[src/logic/la_pkg.sv]
package la_pkg;

   localparam int la_channels   = 9;
   localparam int la_count_bits = 16;   // Depth and downsample fields

   typedef logic [7:0] la_addr_t;
   typedef logic [7:0] la_data_t;
   typedef logic [2:0] la_group_t;
   typedef logic [2:0] la_trig_src_t;

   // Two samples per channel, earlier sample in the upper bit of each pair
   typedef logic [2*la_channels-1:0] la_fifo_word_t;

   // Register map
   localparam la_addr_t la_capture_group_addr  = 8'd0;
   localparam la_addr_t la_status_addr         = 8'd1;   // Read only
   localparam la_addr_t la_trigger_source_addr = 8'd2;
   localparam la_addr_t la_capture_depth_addr  = 8'd3;   // Two bytes
   localparam la_addr_t la_downsample_addr     = 8'd4;   // Two bytes
   localparam la_addr_t la_arm_addr            = 8'd5;
   localparam la_addr_t la_manual_capture_addr = 8'd6;   // Write only

   // Capture groups, anything above trace gives the fixed pattern
   localparam la_group_t la_group_glitch = 3'd0;
   localparam la_group_t la_group_io     = 3'd1;
   localparam la_group_t la_group_userio = 3'd2;
   localparam la_group_t la_group_debug  = 3'd3;
   localparam la_group_t la_group_trace  = 3'd4;

   // Trigger sources, 5 to 7 never fire
   localparam la_trig_src_t la_trig_glitch_go      = 3'd0;
   localparam la_trig_src_t la_trig_capture_active = 3'd1;
   localparam la_trig_src_t la_trig_glitch_trigger = 3'd2;
   localparam la_trig_src_t la_trig_hs1            = 3'd3;
   localparam la_trig_src_t la_trig_debug0         = 3'd4;

   // Even channels high, odd channels low
   localparam logic [la_channels-1:0] la_fixed_pattern = 9'b1_0101_0101;

   // Glitch channels 1 and 8 have no source
   localparam logic [la_channels-1:0] la_glitch_mask = 9'b0_1111_1101;

   typedef struct packed {
      logic [la_channels-1:0] glitch_group;
      logic [la_channels-1:0] io_group;
      logic [la_channels-1:0] userio_group;
      logic [la_channels-1:0] debug_group;
      logic [la_channels-1:0] trace_group;
   } la_probes_t;

   typedef struct packed {
      la_trig_src_t             trigger_source;
      la_group_t                capture_group;
      logic                     manual_capture;
      logic [la_count_bits-1:0] capture_depth;   // Samples per capture
      logic [la_count_bits-1:0] downsample;      // Idle cycles between samples
   } la_config_t;

endpackage

[src/logic/la_capture.sv]
`timescale 1ns/1ps

module la_capture #(
   parameter int count_width = 16
) (
   input  logic                           observer_clk,
   input  logic                           reset,
   input  logic [la_pkg::la_channels-1:0] channels,
   input  la_pkg::la_config_t             cfg,
   input  logic                           capture_go,
   output logic                           capturing,
   output logic                           fifo_wr,
   output la_pkg::la_fifo_word_t          fifo_wr_data
);

   import la_pkg::*;

   logic [count_width-1:0] ds_ctr;
   logic                   ds_strobe;     // One sample slot
   logic [count_width-1:0] sample_count;
   logic                   ticktock;      // High on the second sample of a pair
   la_fifo_word_t          pairs_q;

   // Downsample counter, drops samples rather than filtering
   always_ff @(posedge observer_clk) begin
      if (reset || capture_go) begin
         ds_ctr    <= '0;
         ds_strobe <= 1'b0;
      end else if (ds_ctr == cfg.downsample) begin
         ds_ctr    <= '0;
         ds_strobe <= 1'b1;
      end else begin
         ds_ctr    <= ds_ctr + 1'b1;
         ds_strobe <= 1'b0;
      end
   end

   // Capture control and FIFO write strobe
   always_ff @(posedge observer_clk) begin
      if (reset) begin
         capturing    <= 1'b0;
         sample_count <= '0;
         ticktock     <= 1'b0;
         fifo_wr      <= 1'b0;
      end else if (capture_go) begin
         capturing    <= 1'b1;
         sample_count <= '0;
         ticktock     <= 1'b0;
         fifo_wr      <= 1'b0;
      end else if (capturing && ds_strobe) begin
         ticktock     <= ~ticktock;
         fifo_wr      <= ticktock;   // Word complete after the second sample
         sample_count <= sample_count + 1'b1;
         if (sample_count == cfg.capture_depth - 1'b1)
            capturing <= 1'b0;
      end else begin
         fifo_wr <= 1'b0;
      end
   end

   // Shift each channel into its own bit pair
   always_ff @(posedge observer_clk) begin
      if (capturing && ds_strobe) begin
         for (int n = 0; n < la_channels; n++) begin
            pairs_q[2*n+1] <= pairs_q[2*n];
            pairs_q[2*n]   <= channels[n];
         end
      end
   end

   assign fifo_wr_data = pairs_q;

endmodule

[src/logic/la_channel_select.sv]
`timescale 1ns/1ps

module la_channel_select (
   input  logic                           observer_clk,
   input  la_pkg::la_probes_t             probes,
   input  la_pkg::la_config_t             cfg,
   output logic [la_pkg::la_channels-1:0] channels
);

   import la_pkg::*;

   logic [la_channels-1:0] group_mux;

   // Group mux ahead of the capture register
   always_comb begin
      case (cfg.capture_group)
         la_group_glitch: begin
            group_mux = probes.glitch_group & la_glitch_mask;
         end
         la_group_io: begin
            group_mux = probes.io_group;
         end
         la_group_userio: begin
            group_mux = probes.userio_group;
         end
         la_group_debug: begin
            group_mux = probes.debug_group;
         end
         la_group_trace: begin
            group_mux = probes.trace_group;
         end
         default: begin
            group_mux = la_fixed_pattern;   // Known pattern for link checks
         end
      endcase
   end

   // One cycle of latency
   always_ff @(posedge observer_clk) begin
      channels <= group_mux;
   end

endmodule

[src/logic/la_registers.sv]
`timescale 1ns/1ps

module la_registers #(
   parameter int count_width = 16
) (
   input  logic                 observer_clk,
   input  logic                 reset,
   input  la_pkg::la_addr_t     reg_address,
   input  logic                 reg_bytecnt,
   input  la_pkg::la_data_t     reg_datai,
   input  logic                 reg_read,
   input  logic                 reg_write,
   input  logic                 capture_go,
   input  logic                 capturing,
   input  logic                 fifo_empty,
   output la_pkg::la_data_t     reg_datao,
   output la_pkg::la_config_t   cfg,
   output logic                 arm_level,
   output logic                 fifo_flush
);

   import la_pkg::*;

   la_trig_src_t           trig_src_q;
   la_group_t              group_q;
   logic                   manual_q;
   logic [count_width-1:0] depth_q;
   logic [count_width-1:0] downsample_q;
   logic [3:0]             byte_lsb;   // Bit offset of the addressed byte

   assign byte_lsb = {reg_bytecnt, 3'b000};

   assign cfg = '{
      trigger_source: trig_src_q,
      capture_group:  group_q,
      manual_capture: manual_q,
      capture_depth:  depth_q,
      downsample:     downsample_q
   };

   // Configuration writes
   always_ff @(posedge observer_clk) begin
      if (reset) begin
         trig_src_q   <= '0;
         group_q      <= '0;
         manual_q     <= 1'b0;
         depth_q      <= '0;
         downsample_q <= '0;
      end else if (reg_write) begin
         case (reg_address)
            la_capture_group_addr:  group_q    <= reg_datai[2:0];
            la_trigger_source_addr: trig_src_q <= reg_datai[2:0];
            la_manual_capture_addr: manual_q   <= reg_datai[0];
            la_capture_depth_addr:  depth_q[byte_lsb +: 8]      <= reg_datai;
            la_downsample_addr:     downsample_q[byte_lsb +: 8] <= reg_datai;
            default: ;
         endcase
      end
   end

   // Arm stays set until the capture actually starts
   always_ff @(posedge observer_clk) begin
      if (reset) begin
         arm_level <= 1'b0;
      end else if (reg_write && (reg_address == la_arm_addr)) begin
         arm_level <= reg_datai[0];
      end else if (capture_go) begin
         arm_level <= 1'b0;
      end
   end

   // Flush request raised on arming, held until the FIFO drains
   always_ff @(posedge observer_clk) begin
      if (reset) begin
         fifo_flush <= 1'b0;
      end else if (fifo_empty) begin
         fifo_flush <= 1'b0;
      end else if (arm_level && !fifo_flush) begin
         fifo_flush <= 1'b1;
      end
   end

   // Combinational read-back
   always_comb begin
      reg_datao = '0;
      if (reg_read) begin
         case (reg_address)
            la_capture_group_addr:  reg_datao = {5'b0, group_q};
            la_status_addr:         reg_datao = {6'b0, capturing, 1'b0};
            la_trigger_source_addr: reg_datao = {5'b0, trig_src_q};
            la_capture_depth_addr:  reg_datao = depth_q[byte_lsb +: 8];
            la_downsample_addr:     reg_datao = downsample_q[byte_lsb +: 8];
            la_arm_addr:            reg_datao = {7'b0, arm_level};
            default:                reg_datao = '0;   // Manual capture is write only
         endcase
      end
   end

endmodule

[src/logic/la_top.sv]
`timescale 1ns/1ps

module la_top #(
   parameter int count_width = 16
) (
   input  logic                  observer_clk,
   input  logic                  reset,
   input  la_pkg::la_addr_t      reg_address,
   input  logic                  reg_bytecnt,
   input  la_pkg::la_data_t      reg_datai,
   input  logic                  reg_read,
   input  logic                  reg_write,
   output la_pkg::la_data_t      reg_datao,
   input  la_pkg::la_probes_t    probes,
   input  logic                  fifo_empty,
   output logic                  fifo_wr,
   output la_pkg::la_fifo_word_t fifo_wr_data,
   output logic                  fifo_flush
);

   import la_pkg::*;

   la_config_t             cfg;
   logic                   arm_level;
   logic                   capture_go;   // Single-cycle start pulse
   logic                   capturing;
   logic [la_channels-1:0] channels;

   la_registers #(
      .count_width (count_width)
   ) u_registers (
      .observer_clk (observer_clk),
      .reset        (reset),
      .reg_address  (reg_address),
      .reg_bytecnt  (reg_bytecnt),
      .reg_datai    (reg_datai),
      .reg_read     (reg_read),
      .reg_write    (reg_write),
      .capture_go   (capture_go),
      .capturing    (capturing),
      .fifo_empty   (fifo_empty),
      .reg_datao    (reg_datao),
      .cfg          (cfg),
      .arm_level    (arm_level),
      .fifo_flush   (fifo_flush)
   );

   la_trigger u_trigger (
      .observer_clk (observer_clk),
      .reset        (reset),
      .probes       (probes),
      .cfg          (cfg),
      .arm_level    (arm_level),
      .capturing    (capturing),
      .capture_go   (capture_go)
   );

   la_channel_select u_channel_select (
      .observer_clk (observer_clk),
      .probes       (probes),
      .cfg          (cfg),
      .channels     (channels)
   );

   la_capture #(
      .count_width (count_width)
   ) u_capture (
      .observer_clk (observer_clk),
      .reset        (reset),
      .channels     (channels),
      .cfg          (cfg),
      .capture_go   (capture_go),
      .capturing    (capturing),
      .fifo_wr      (fifo_wr),
      .fifo_wr_data (fifo_wr_data)
   );

endmodule

[src/logic/la_trigger.sv]
`timescale 1ns/1ps

module la_trigger (
   input  logic               observer_clk,
   input  logic               reset,
   input  la_pkg::la_probes_t probes,
   input  la_pkg::la_config_t cfg,
   input  logic               arm_level,
   input  logic               capturing,
   output logic               capture_go
);

   import la_pkg::*;

   logic       trig_src;
   logic       trig_async;
   logic [1:0] sync_q;      // Two-stage synchronizer
   logic       trig_r;
   logic       trig_r2;
   logic       arm_d;
   logic       armed;

   always_comb begin
      case (cfg.trigger_source)
         la_trig_glitch_go:      trig_src = probes.glitch_group[4];
         la_trig_capture_active: trig_src = probes.glitch_group[5];
         la_trig_glitch_trigger: trig_src = probes.glitch_group[7];
         la_trig_hs1:            trig_src = probes.io_group[4];
         la_trig_debug0:         trig_src = probes.debug_group[0];
         default:                trig_src = 1'b0;
      endcase
   end

   assign trig_async = trig_src | cfg.manual_capture;

   always_ff @(posedge observer_clk) begin
      if (reset) begin
         sync_q  <= '0;
         trig_r  <= 1'b0;
         trig_r2 <= 1'b0;
      end else begin
         {trig_r2, trig_r, sync_q} <= {trig_r, sync_q, trig_async};
      end
   end

   // Armed on a rising arm level, dropped once capture is under way
   always_ff @(posedge observer_clk) begin
      if (reset) begin
         arm_d <= 1'b0;
         armed <= 1'b0;
      end else begin
         arm_d <= arm_level;
         if (capturing)
            armed <= 1'b0;
         else if (arm_level && !arm_d)
            armed <= 1'b1;
      end
   end

   // Idle check keeps a held manual trigger from restarting a capture
   assign capture_go = trig_r & ~trig_r2 & armed & ~capturing;

endmodule

[config.mk]
export PLATFORM = sky130hd
export DESIGN_NAME = la_top
export DESIGN_NICKNAME = d
export VERILOG_FILES = /design/src/logic/la_pkg.sv /design/src/logic/la_capture.sv /design/src/logic/la_channel_select.sv /design/src/logic/la_registers.sv /design/src/logic/la_top.sv /design/src/logic/la_trigger.sv
export SDC_FILE = /design/constraint.sdc
export NUM_CORES = 1
export LEC_CHECK = 0
export BUFFER_PORTS_ARGS = -buffer_cell sky130_fd_sc_hd__buf_2
export CAP_MARGIN = 20
export CORE_MARGIN = 5
export CORE_UTILIZATION = 50
export DETAILED_ROUTE_END_ITERATION = 10
export GPL_TIMING_DRIVEN = 1
export PLACE_DENSITY = 0.72
export SLEW_MARGIN = 25
export SYNTH_ARGS = -nofsm -noshare
export SYNTH_HDL_FRONTEND = slang
export SYNTH_HIERARCHICAL = 1
export SYNTH_SLANG_ARGS = --single-unit
export TNS_END_PERCENT = 1
[constraint.sdc]
create_clock -name observer_clk -period 5.92 [get_ports observer_clk]
set_clock_uncertainty 0.1 [all_clocks]
set_input_delay 1.184 -clock observer_clk [delete_from_list [all_inputs] [get_ports observer_clk]]
set_output_delay 1.184 -clock observer_clk [all_outputs]
set_load 0.005 [all_outputs]
# Yosys cells after proc, flatten, opt, wreduce, memory -nomap -nowiden
# Index checks and enable logic that the tools add are counted.
dict set report word_totals {
  register_bits 110
  input_bits 67
  elab_cells 88
}
dict set report op_classes {
  reduce_logical 24
  bitwise 8
  eq_ne 16
  addsub 4
  shift 4
  muxes 12
}
# op n
set op_table {}
lappend op_table {{$pmux 8 s6} 1}
lappend op_table {{$pmux 9 s5} 1}
lappend op_table {{$add 16x1->16 const B} 2}
lappend op_table {{$bwmux 16} 2}
lappend op_table {{$eq 16x16->1} 2}
lappend op_table {{$shiftx 16x5->8} 2}
lappend op_table {{$eq 8x3->1 const B} 3}
lappend op_table {{$eq 8x2->1 const B} 2}
lappend op_table {{$shift 8x6->16 const A} 1}
lappend op_table {{$shiftx 8x6->16} 1}
lappend op_table {{$sub 16x1->16 const B} 1}
lappend op_table {{$eq 3x2->1 const B} 4}
lappend op_table {{$reduce_and 2->1} 6}
lappend op_table {{$eq 8x1->1 const B} 1}
lappend op_table {{$logic_not 8->1} 1}
lappend op_table {{$mux 8} 1}
lappend op_table {{$reduce_or 2->1} 4}
lappend op_table {{$eq 3x1->1 const B} 2}
lappend op_table {{$eq 3x3->1 const B} 2}
lappend op_table {{$logic_not 3->1} 2}
lappend op_table {{$mux 1} 6}
lappend op_table {{$neg 4->6} 1}
lappend op_table {{$reduce_bool 2->1} 3}
lappend op_table {{$pmux 1 s5} 1}
lappend op_table {{7 further kinds} 16}

# Longest topological paths before layout
# Gate-level depths: netlist (run 1).
dict set report depth {
  depth_word 6
  ltp_mapped 9
  depth_no_buf 8
}

# Cells and area by module
# The synthesis (run 1) kept the hierarchy.
# mod area_each_um2 instances cells_per_inst
set modules_own_cells {}
lappend modules_own_cells {la_capture 2717.6 1 280}
lappend modules_own_cells {la_registers 2074.5 1 202}
lappend modules_own_cells {la_channel_select 589.3 1 66}
lappend modules_own_cells {la_trigger 222.7 1 20}

# Worst setup path after synthesis (run 1)
# No wires, ideal clock.
dict set report synth_timing {
  path_type {input to output}
  startpoint {input reg_address[7]}
  endpoint {output reg_datao[1]}
  arrival_time_ns 2.332
  stages 5
  required_time_ns 4.636
  n_path_buf 1
  setup_slack_ns 2.304
  path_cell_list {nor3_4 > and3_1 > buf_4 > mux2_2 > o32ai_1}
}
dict set report synth_via {
  elab_chain_len 3
  elab_cells_between_ends 8
}
# element line_no
set synth_lines {}
lappend synth_lines {{from (decl)} la_top.sv:8} ;# input la_pkg::la_addr_t reg_address,
lappend synth_lines {{$eq 8x3->1 (tied with other cells)} la_registers.sv:87} ;# case (reg_address)
lappend synth_lines {{$pmux 8 s6 *} la_registers.sv:87}
lappend synth_lines {{$mux 8 *} la_registers.sv:86} ;# if (reg_read) begin
lappend synth_lines {{to (decl)} la_top.sv:13} ;# output la_pkg::la_data_t reg_datao,
# Every way passes the cells marked *; elsewhere a longest branch is shown, timed or not.

# Worst setup path in the final report (run 1)
# Ends and elaborated chain as after synthesis.

==> results of run 1 <==
## per-stage QoR
step	setup WS [ps]	cells	hold WS, ps	util [%]
global route	1600	786	328	58.1
floorplan	2300	568	286	-
CTS	1700	786	307	58.1
global placement	1730	770	286	55.4
detailed placement	1700	770	289	55.4
finish	1680	786	307	58.1
## how the worst max path moves through the flow
stage | start | end | cells past startpoint
2_1_floorplan | reg_address[7] | reg_datao[1] | 5
3_3_place_gp | reg_address[7] | reg_datao[1] | 6
3_5_place_dp | reg_address[7] | reg_datao[1] | 6
4_1_cts | reg_address[7] | reg_datao[1] | 6
5_1_grt | reg_address[7] | reg_datao[2] | 6
6_report | reg_address[7] | reg_datao[1] | 6
## sequential cells by signal, summed over array words and instances (netlist names), 2 cells and up
| name | flops |
|---|---|
| u_registers/group_q | 3 |
| u_registers/depth_q | 16 |
| u_capture/sample_count | 16 |
| u_capture/fifo_wr_data | 18 |
| u_channel_select/channels | 9 |
| u_registers/trig_src_q | 3 |
| u_trigger/sync_q | 2 |
| u_capture/ds_ctr | 16 |
| u_registers/downsample_q | 16 |
## routing by layer
| metal | track usage [%] | vias up | wire, um | share of wire [%] |
|---|---|---|---|---|
| met4 | 6.65 | 0 | 164 | 1.2 |
| met5 | 0 | - | 0 | 0 |
| met2 | 33.1 | 119 | 6770 | 51 |
| met3 | 2.72 | 14 | 557 | 4.2 |
| li1 | - | 2171 | - | - |
| met1 | 27.2 | 2111 | 5840 | 44 |
## where the power goes
| group | switching (mW) | internal, mW | leakage (nW) |
|---|---|---|---|
| sequential | 0.00209 | 0.761 | 0.907 |
| clock | 0.302 | 0.302 | 0.148 |
| combinational | 0.0367 | 0.0284 | 1.69 |
| total | 0.341 | 1.09 | 2.75 |
## area by class of cell
type / instances / share of cell area (%)
Tap cell: 140 / 2.75
Clock buffer: 9 / 3.54
Clock inverter: 7 / 1.12
Multi-Input combinational cell: 419 / 47.3
Sequential cell: 110 / 37.5
Timing Repair Buffer: 92 / 7.24
Inverter: 9 / 0.531
## cell families after synthesis
group	Yosys count
and+or+nand+nor	228
DFF	110
muxes	66
AOI/OAI and AO/OA	62
xor gates and xnor gates	60
buffers and inverters	39
adders and majority gates	3
## critical path, cell delays in order
cell	delay [ps]
buf_2	120
nor3_4	430
and3_1	480
mux2_2	380
o32ai_1	170
buf_2	190
## placed cells by master (no fill, tap or decap), types with 8 or more instances in the layout
cell       Yosys  final
nand4_1        9      9
dfxtp_1       92     92
nor2b_1       20     20
buf_2          7     92
edfxtp_1      18     18
xor2_1        40     40
xnor2_1       20     20
nor2_1        84     84
nand3_1       15     15
nor3b_1        8      8
mux2i_1       56     56
nor2_2         8      8
a211oi_1       8      8
clkbuf_16      0      9
inv_1          8      8
nor3_1         9      9
nand2_1       22     22
a21oi_1       13     13
==> flow_summary.json, run 1 <==
{
  "port-buffer-count": 92,
  "antenna_found_initial": 0,
  "setup_viol": 0,
  "synth_seq_area_share_pct": 42.5,
  "grt_pass1_wl_mm": 21.3,
  "htreeDepth": 3,
  "drive_gt1_share_pct": 22.3,
  "place_congestion": 0.933,
  "hold_buffers": 0,
  "postSynthAreaPerCell_sq_um": 9.87,
  "crit_arrival_ps": 2960,
  "drv_cap": 0,
  "worstPathRequired_ps": 4640,
  "area_growth_pct": 13.5,
  "ys_ff_latch": 110,
  "synth.most_common_cell": "dfxtp_1",
  "via_count": 4415,
  "insertion_delay_ps": 350,
  "postCtsSetupBuffers": 0,
  "wl_mm": 13.3,
  "synth_top_family_by_area": "simple AND/OR/NAND/NOR gates",
  "clkTransAtPathRegs_ps": 70,
  "syn_inst": 568,
  "synthTopCellsByCount": "dfxtp_1 (92), nor2_1 (84), mux2i_1 (56)",
  "gr-total-overflow": 0,
  "grt_max_degree": 51,
  "drt_iter0_drc": 408,
  "ys_types": 71,
  "cp-start-kind": "input pin",
  "placed_area_sq_um": 6060,
  "hpwl_mm": 9.90,
  "rsz0062_at_grt": "no",
  "via_per_inst": 5.62,
  "synth-async-reset-ratio_pct": 0,
  "synth_area_leaders": "dfxtp_1 (33%), mux2i_1 (10%), edfxtp_1 (9.6%)",
  "synth-compound-area-share_pct": 7.64,
  "nFillCells": 990,
  "fin_tns_setup_ps": 0,
  "die-width_um": 116,
  "stdcell_area_sq_um": 6360,
  "reg2reg_setup_slack_ps": 3160,
  "r2r_cells": 8,
  "netlist_area_sq_um": 5600,
  "cts_tree": "yes",
  "multi_input_area_sq_um": 3010,
  "cp-end-kind": "output pin",
  "p_leak_nw": 2.75,
  "synth_top_area_share_pct": 32.9,
  "synth_xor_xnor_area_share_pct": 9.38,
  "cts_made_buffers": 9,
  "synth-edff-count": 18,
  "outcome": "finished clean",
  "die_area_sq_um": 13400,
  "final-hold-violation-count": 0,
  "dr.pass1.iters": 6,
  "whs_endpoint": "u_capture/fifo_wr_data[0]",
  "clock.fmax_mhz": 236,
  "grt_pass1_vias": 4199,
  "fin_crit_ps": 4240,
  "io_pins": 95,
  "rr_startpoint": "u_registers/depth_q[0]",
  "track_usage_pct": 20.0,
  "synthMuxAreaShare_pct": 12.9,
  "ys_warn_count": 6,
  "clock_path_buffers": 2,
  "drc": 0,
  "cts_sinks": 110,
  "synthSimpleGateAreaFrac_pct": 23.1,
  "synth_top_area_cell": "dfxtp_1",
  "power_mw": 1.43,
  "power.density_nw_per_um2": 225,
  "cts_resized": 0,
  "worstHoldPathCells": 0,
  "min_path_type": "reg2reg",
  "slew_headroom_pct": 33.6,
  "cts_root_buffer": "clkbuf_16",
  "fin_nets": 711,
  "worst_pin_slew_ps": 996,
  "synth_ff_type": "dfxtp_1",
  "timing.final.crit_share_pct": 71.7,
  "ant_nets": 0,
  "std_cell_rows": 38,
  "drv_slew": 0,
  "diodes": 0,
  "min_from": "u_channel_select/channels[0]",
  "design.core.area_sq_um": 10900,
  "wl_per_cell_um": 17.0,
  "path_class": "in2out",
  "ir_drop_v": 0.000118,
  "worstPathMaxFanout": 10,
  "synth_fp_nets": 638,
  "synth_fa_ha_area_share_pct": 0.670,
  "initial_utilization_pct": 51.2,
  "r2r-end": "u_capture/capturing",
  "chipHeight_um": 116,
  "regArea_sq_um": 2380
}
No activity file was read; power rests on OpenSTA's default activity.
==> run 2: changes to the inputs <==
--- a/config.mk
+++ b/config.mk
@@ -11,7 +11,7 @@
 export CORE_UTILIZATION = 50
 export DETAILED_ROUTE_END_ITERATION = 10
 export GPL_TIMING_DRIVEN = 1
-export PLACE_DENSITY = 0.72
+export PLACE_DENSITY = 0.75
 export SLEW_MARGIN = 25
 export SYNTH_ARGS = -nofsm -noshare
 export SYNTH_HDL_FRONTEND = slang
==> constraint.sdc (replaced) <==
create_clock -name observer_clk -period 3.9 [get_ports observer_clk]
set_clock_uncertainty 0.1 [all_clocks]
set_input_delay 0.78 -clock observer_clk [delete_from_list [all_inputs] [get_ports observer_clk]]
set_output_delay 0.78 -clock observer_clk [all_outputs]
set_load 0.005 [all_outputs]
==> flow_summary.json, run 2 (synthesis gave the netlist of run 1 again) <==
{
  "p_leak_nw": 2.76,
  "rr_startpoint": "u_registers/depth_q[0]",
  "clock.fmax_mhz": 302,
  "ir_drop_v": 0.000190,
  "antenna_found_initial": 0,
  "insertion_delay_ps": 350,
  "fin_nets": 714,
  "clkTransAtPathRegs_ps": 80,
  "rsz0062_at_grt": "no",
  "ant_nets": 0,
  "die-width_um": 116,
  "gr-total-overflow": 0,
  "crit_arrival_ps": 2430,
  "via_count": 4446,
  "chipHeight_um": 116,
  "postCtsSetupBuffers": 0,
  "port-buffer-count": 92,
  "drv_cap": 0,
  "cts_tree": "yes",
  "area_growth_pct": 13.9,
  "startpoint": "reg_address[2]",
  "diodes": 0,
  "min_path_type": "reg2reg",
  "cts_made_buffers": 9,
  "hpwl_mm": 9.89,
  "hold_buffers": 0,
  "drive_gt1_share_pct": 22.7,
  "wl_mm": 13.2,
  "drc": 0,
  "largest_reg_flops": 18,
  "nFillCells": 916,
  "outcome": "finished clean",
  "cpMaxStageDelayCell": "and3_1",
  "path_class": "in2out",
  "worstPathRequired_ps": 3020,
  "placed_area_sq_um": 6080,
  "final-hold-violation-count": 0,
  "cp-start-kind": "input pin",
  "htreeDepth": 3,
  "clock_path_buffers": 2,
  "drv_slew": 0,
  "grt_pass1_vias": 4390,
  "track_usage_pct": 19.8,
  "worstPathMaxFanout": 11,
  "fin_crit_ps": 3310,
  "design.core.area_sq_um": 10900,
  "initial_utilization_pct": 51.2,
  "io_pins": 95,
  "power.density_nw_per_um2": 340,
  "drt_iter0_drc": 260,
  "min_from": "u_channel_select/channels[2]",
  "wl_per_cell_um": 16.8,
  "slew_headroom_pct": 48.7,
  "die_area_sq_um": 13400,
  "cp-end-kind": "output pin",
  "stdcell_area_sq_um": 6380,
  "setup_viol": 0,
  "cts_root_buffer": "clkbuf_16",
  "grt_pass1_wl_mm": 21.3,
  "final_cell_mix": "buf_2 (92), dfxtp_1 (92), nor2_1 (84)",
  "cp_cell_sequence": "buf_2, nor3b_1, and3_1, mux2_2, o32ai_1, buf_2",
  "via_per_inst": 5.63,
  "cp_common_cell": "buf_2",
  "fin_tns_setup_ps": 0,
  "grt_max_degree": 50,
  "cts_resized": 0,
  "worst_pin_slew_ps": 765,
  "std_cell_rows": 38,
  "dr.pass1.iters": 5,
  "cts_sinks": 110,
  "place_congestion": 0.919,
  "timing.final.crit_share_pct": 84.8,
  "cp_slowest_stage_delay_ps": 410
}
run 2: final timing paths:
| kind | slack (ps) | cells after the start | endpoint |
|---|---|---|---|
| worst max-delay path | 590 | 6 | reg_datao[1] |
| worst min-delay path | 310 | 0 | u_capture/fifo_wr_data[4] |
| worst max register to register | 1090 | 8 | u_capture/capturing |
| worst min register to register | 310 | 0 | u_capture/fifo_wr_data[4] |
run 2: layout make-up:
| class | count | area, sq um | area share, % |
|---|---|---|---|
| Clock buffer | 9 | 225 | 3.53 |
| Clock inverter | 7 | 72.6 | 1.14 |
| Inverter | 9 | 33.8 | 0.529 |
| Multi-Input combinational cell | 419 | 3010 | 47.2 |
| Sequential cell | 110 | 2380 | 37.3 |
| Tap cell | 140 | 175 | 2.74 |
| Timing Repair Buffer | 95 | 483 | 7.57 |
run 2: routing by layer:
metal | share of wire (%) | up-vias | GRT usage (%)
met5 | 0 | - | 0
met4 | 2.1 | 0 | 7.73
met3 | 3.9 | 24 | 2.72
met2 | 51 | 109 | 33.9
met1 | 43 | 2143 | 25.4
li1 | - | 2170 | -
run 2: report_power, final:
part           switching [mW]  total (mW)  internal, mW
Sequential            0.00250        1.16          1.16
Combinational          0.0571       0.101        0.0444
Clock                   0.456       0.914         0.457
Total                   0.516        2.17          1.66
run 2: worst max-delay path, delay by kind of cell:
kind	cells	cell delay, ps
compound gates	1	190
simple gates	2	680
mux	1	380
buf+inv	2	400
run 2: per-stage QoR:
step	utilization [%]	setup slack (ps)	power, mW	std cells	hold slack, ps
after floorplan	-	1090	1.23	568	286
after CTS	58.4	611	2.19	789	307
after global placement	55.6	659	1.28	773	286
after global routing	58.4	433	2.24	789	313
final	58.4	593	2.17	789	308
after detailed placement	55.6	617	1.28	773	289
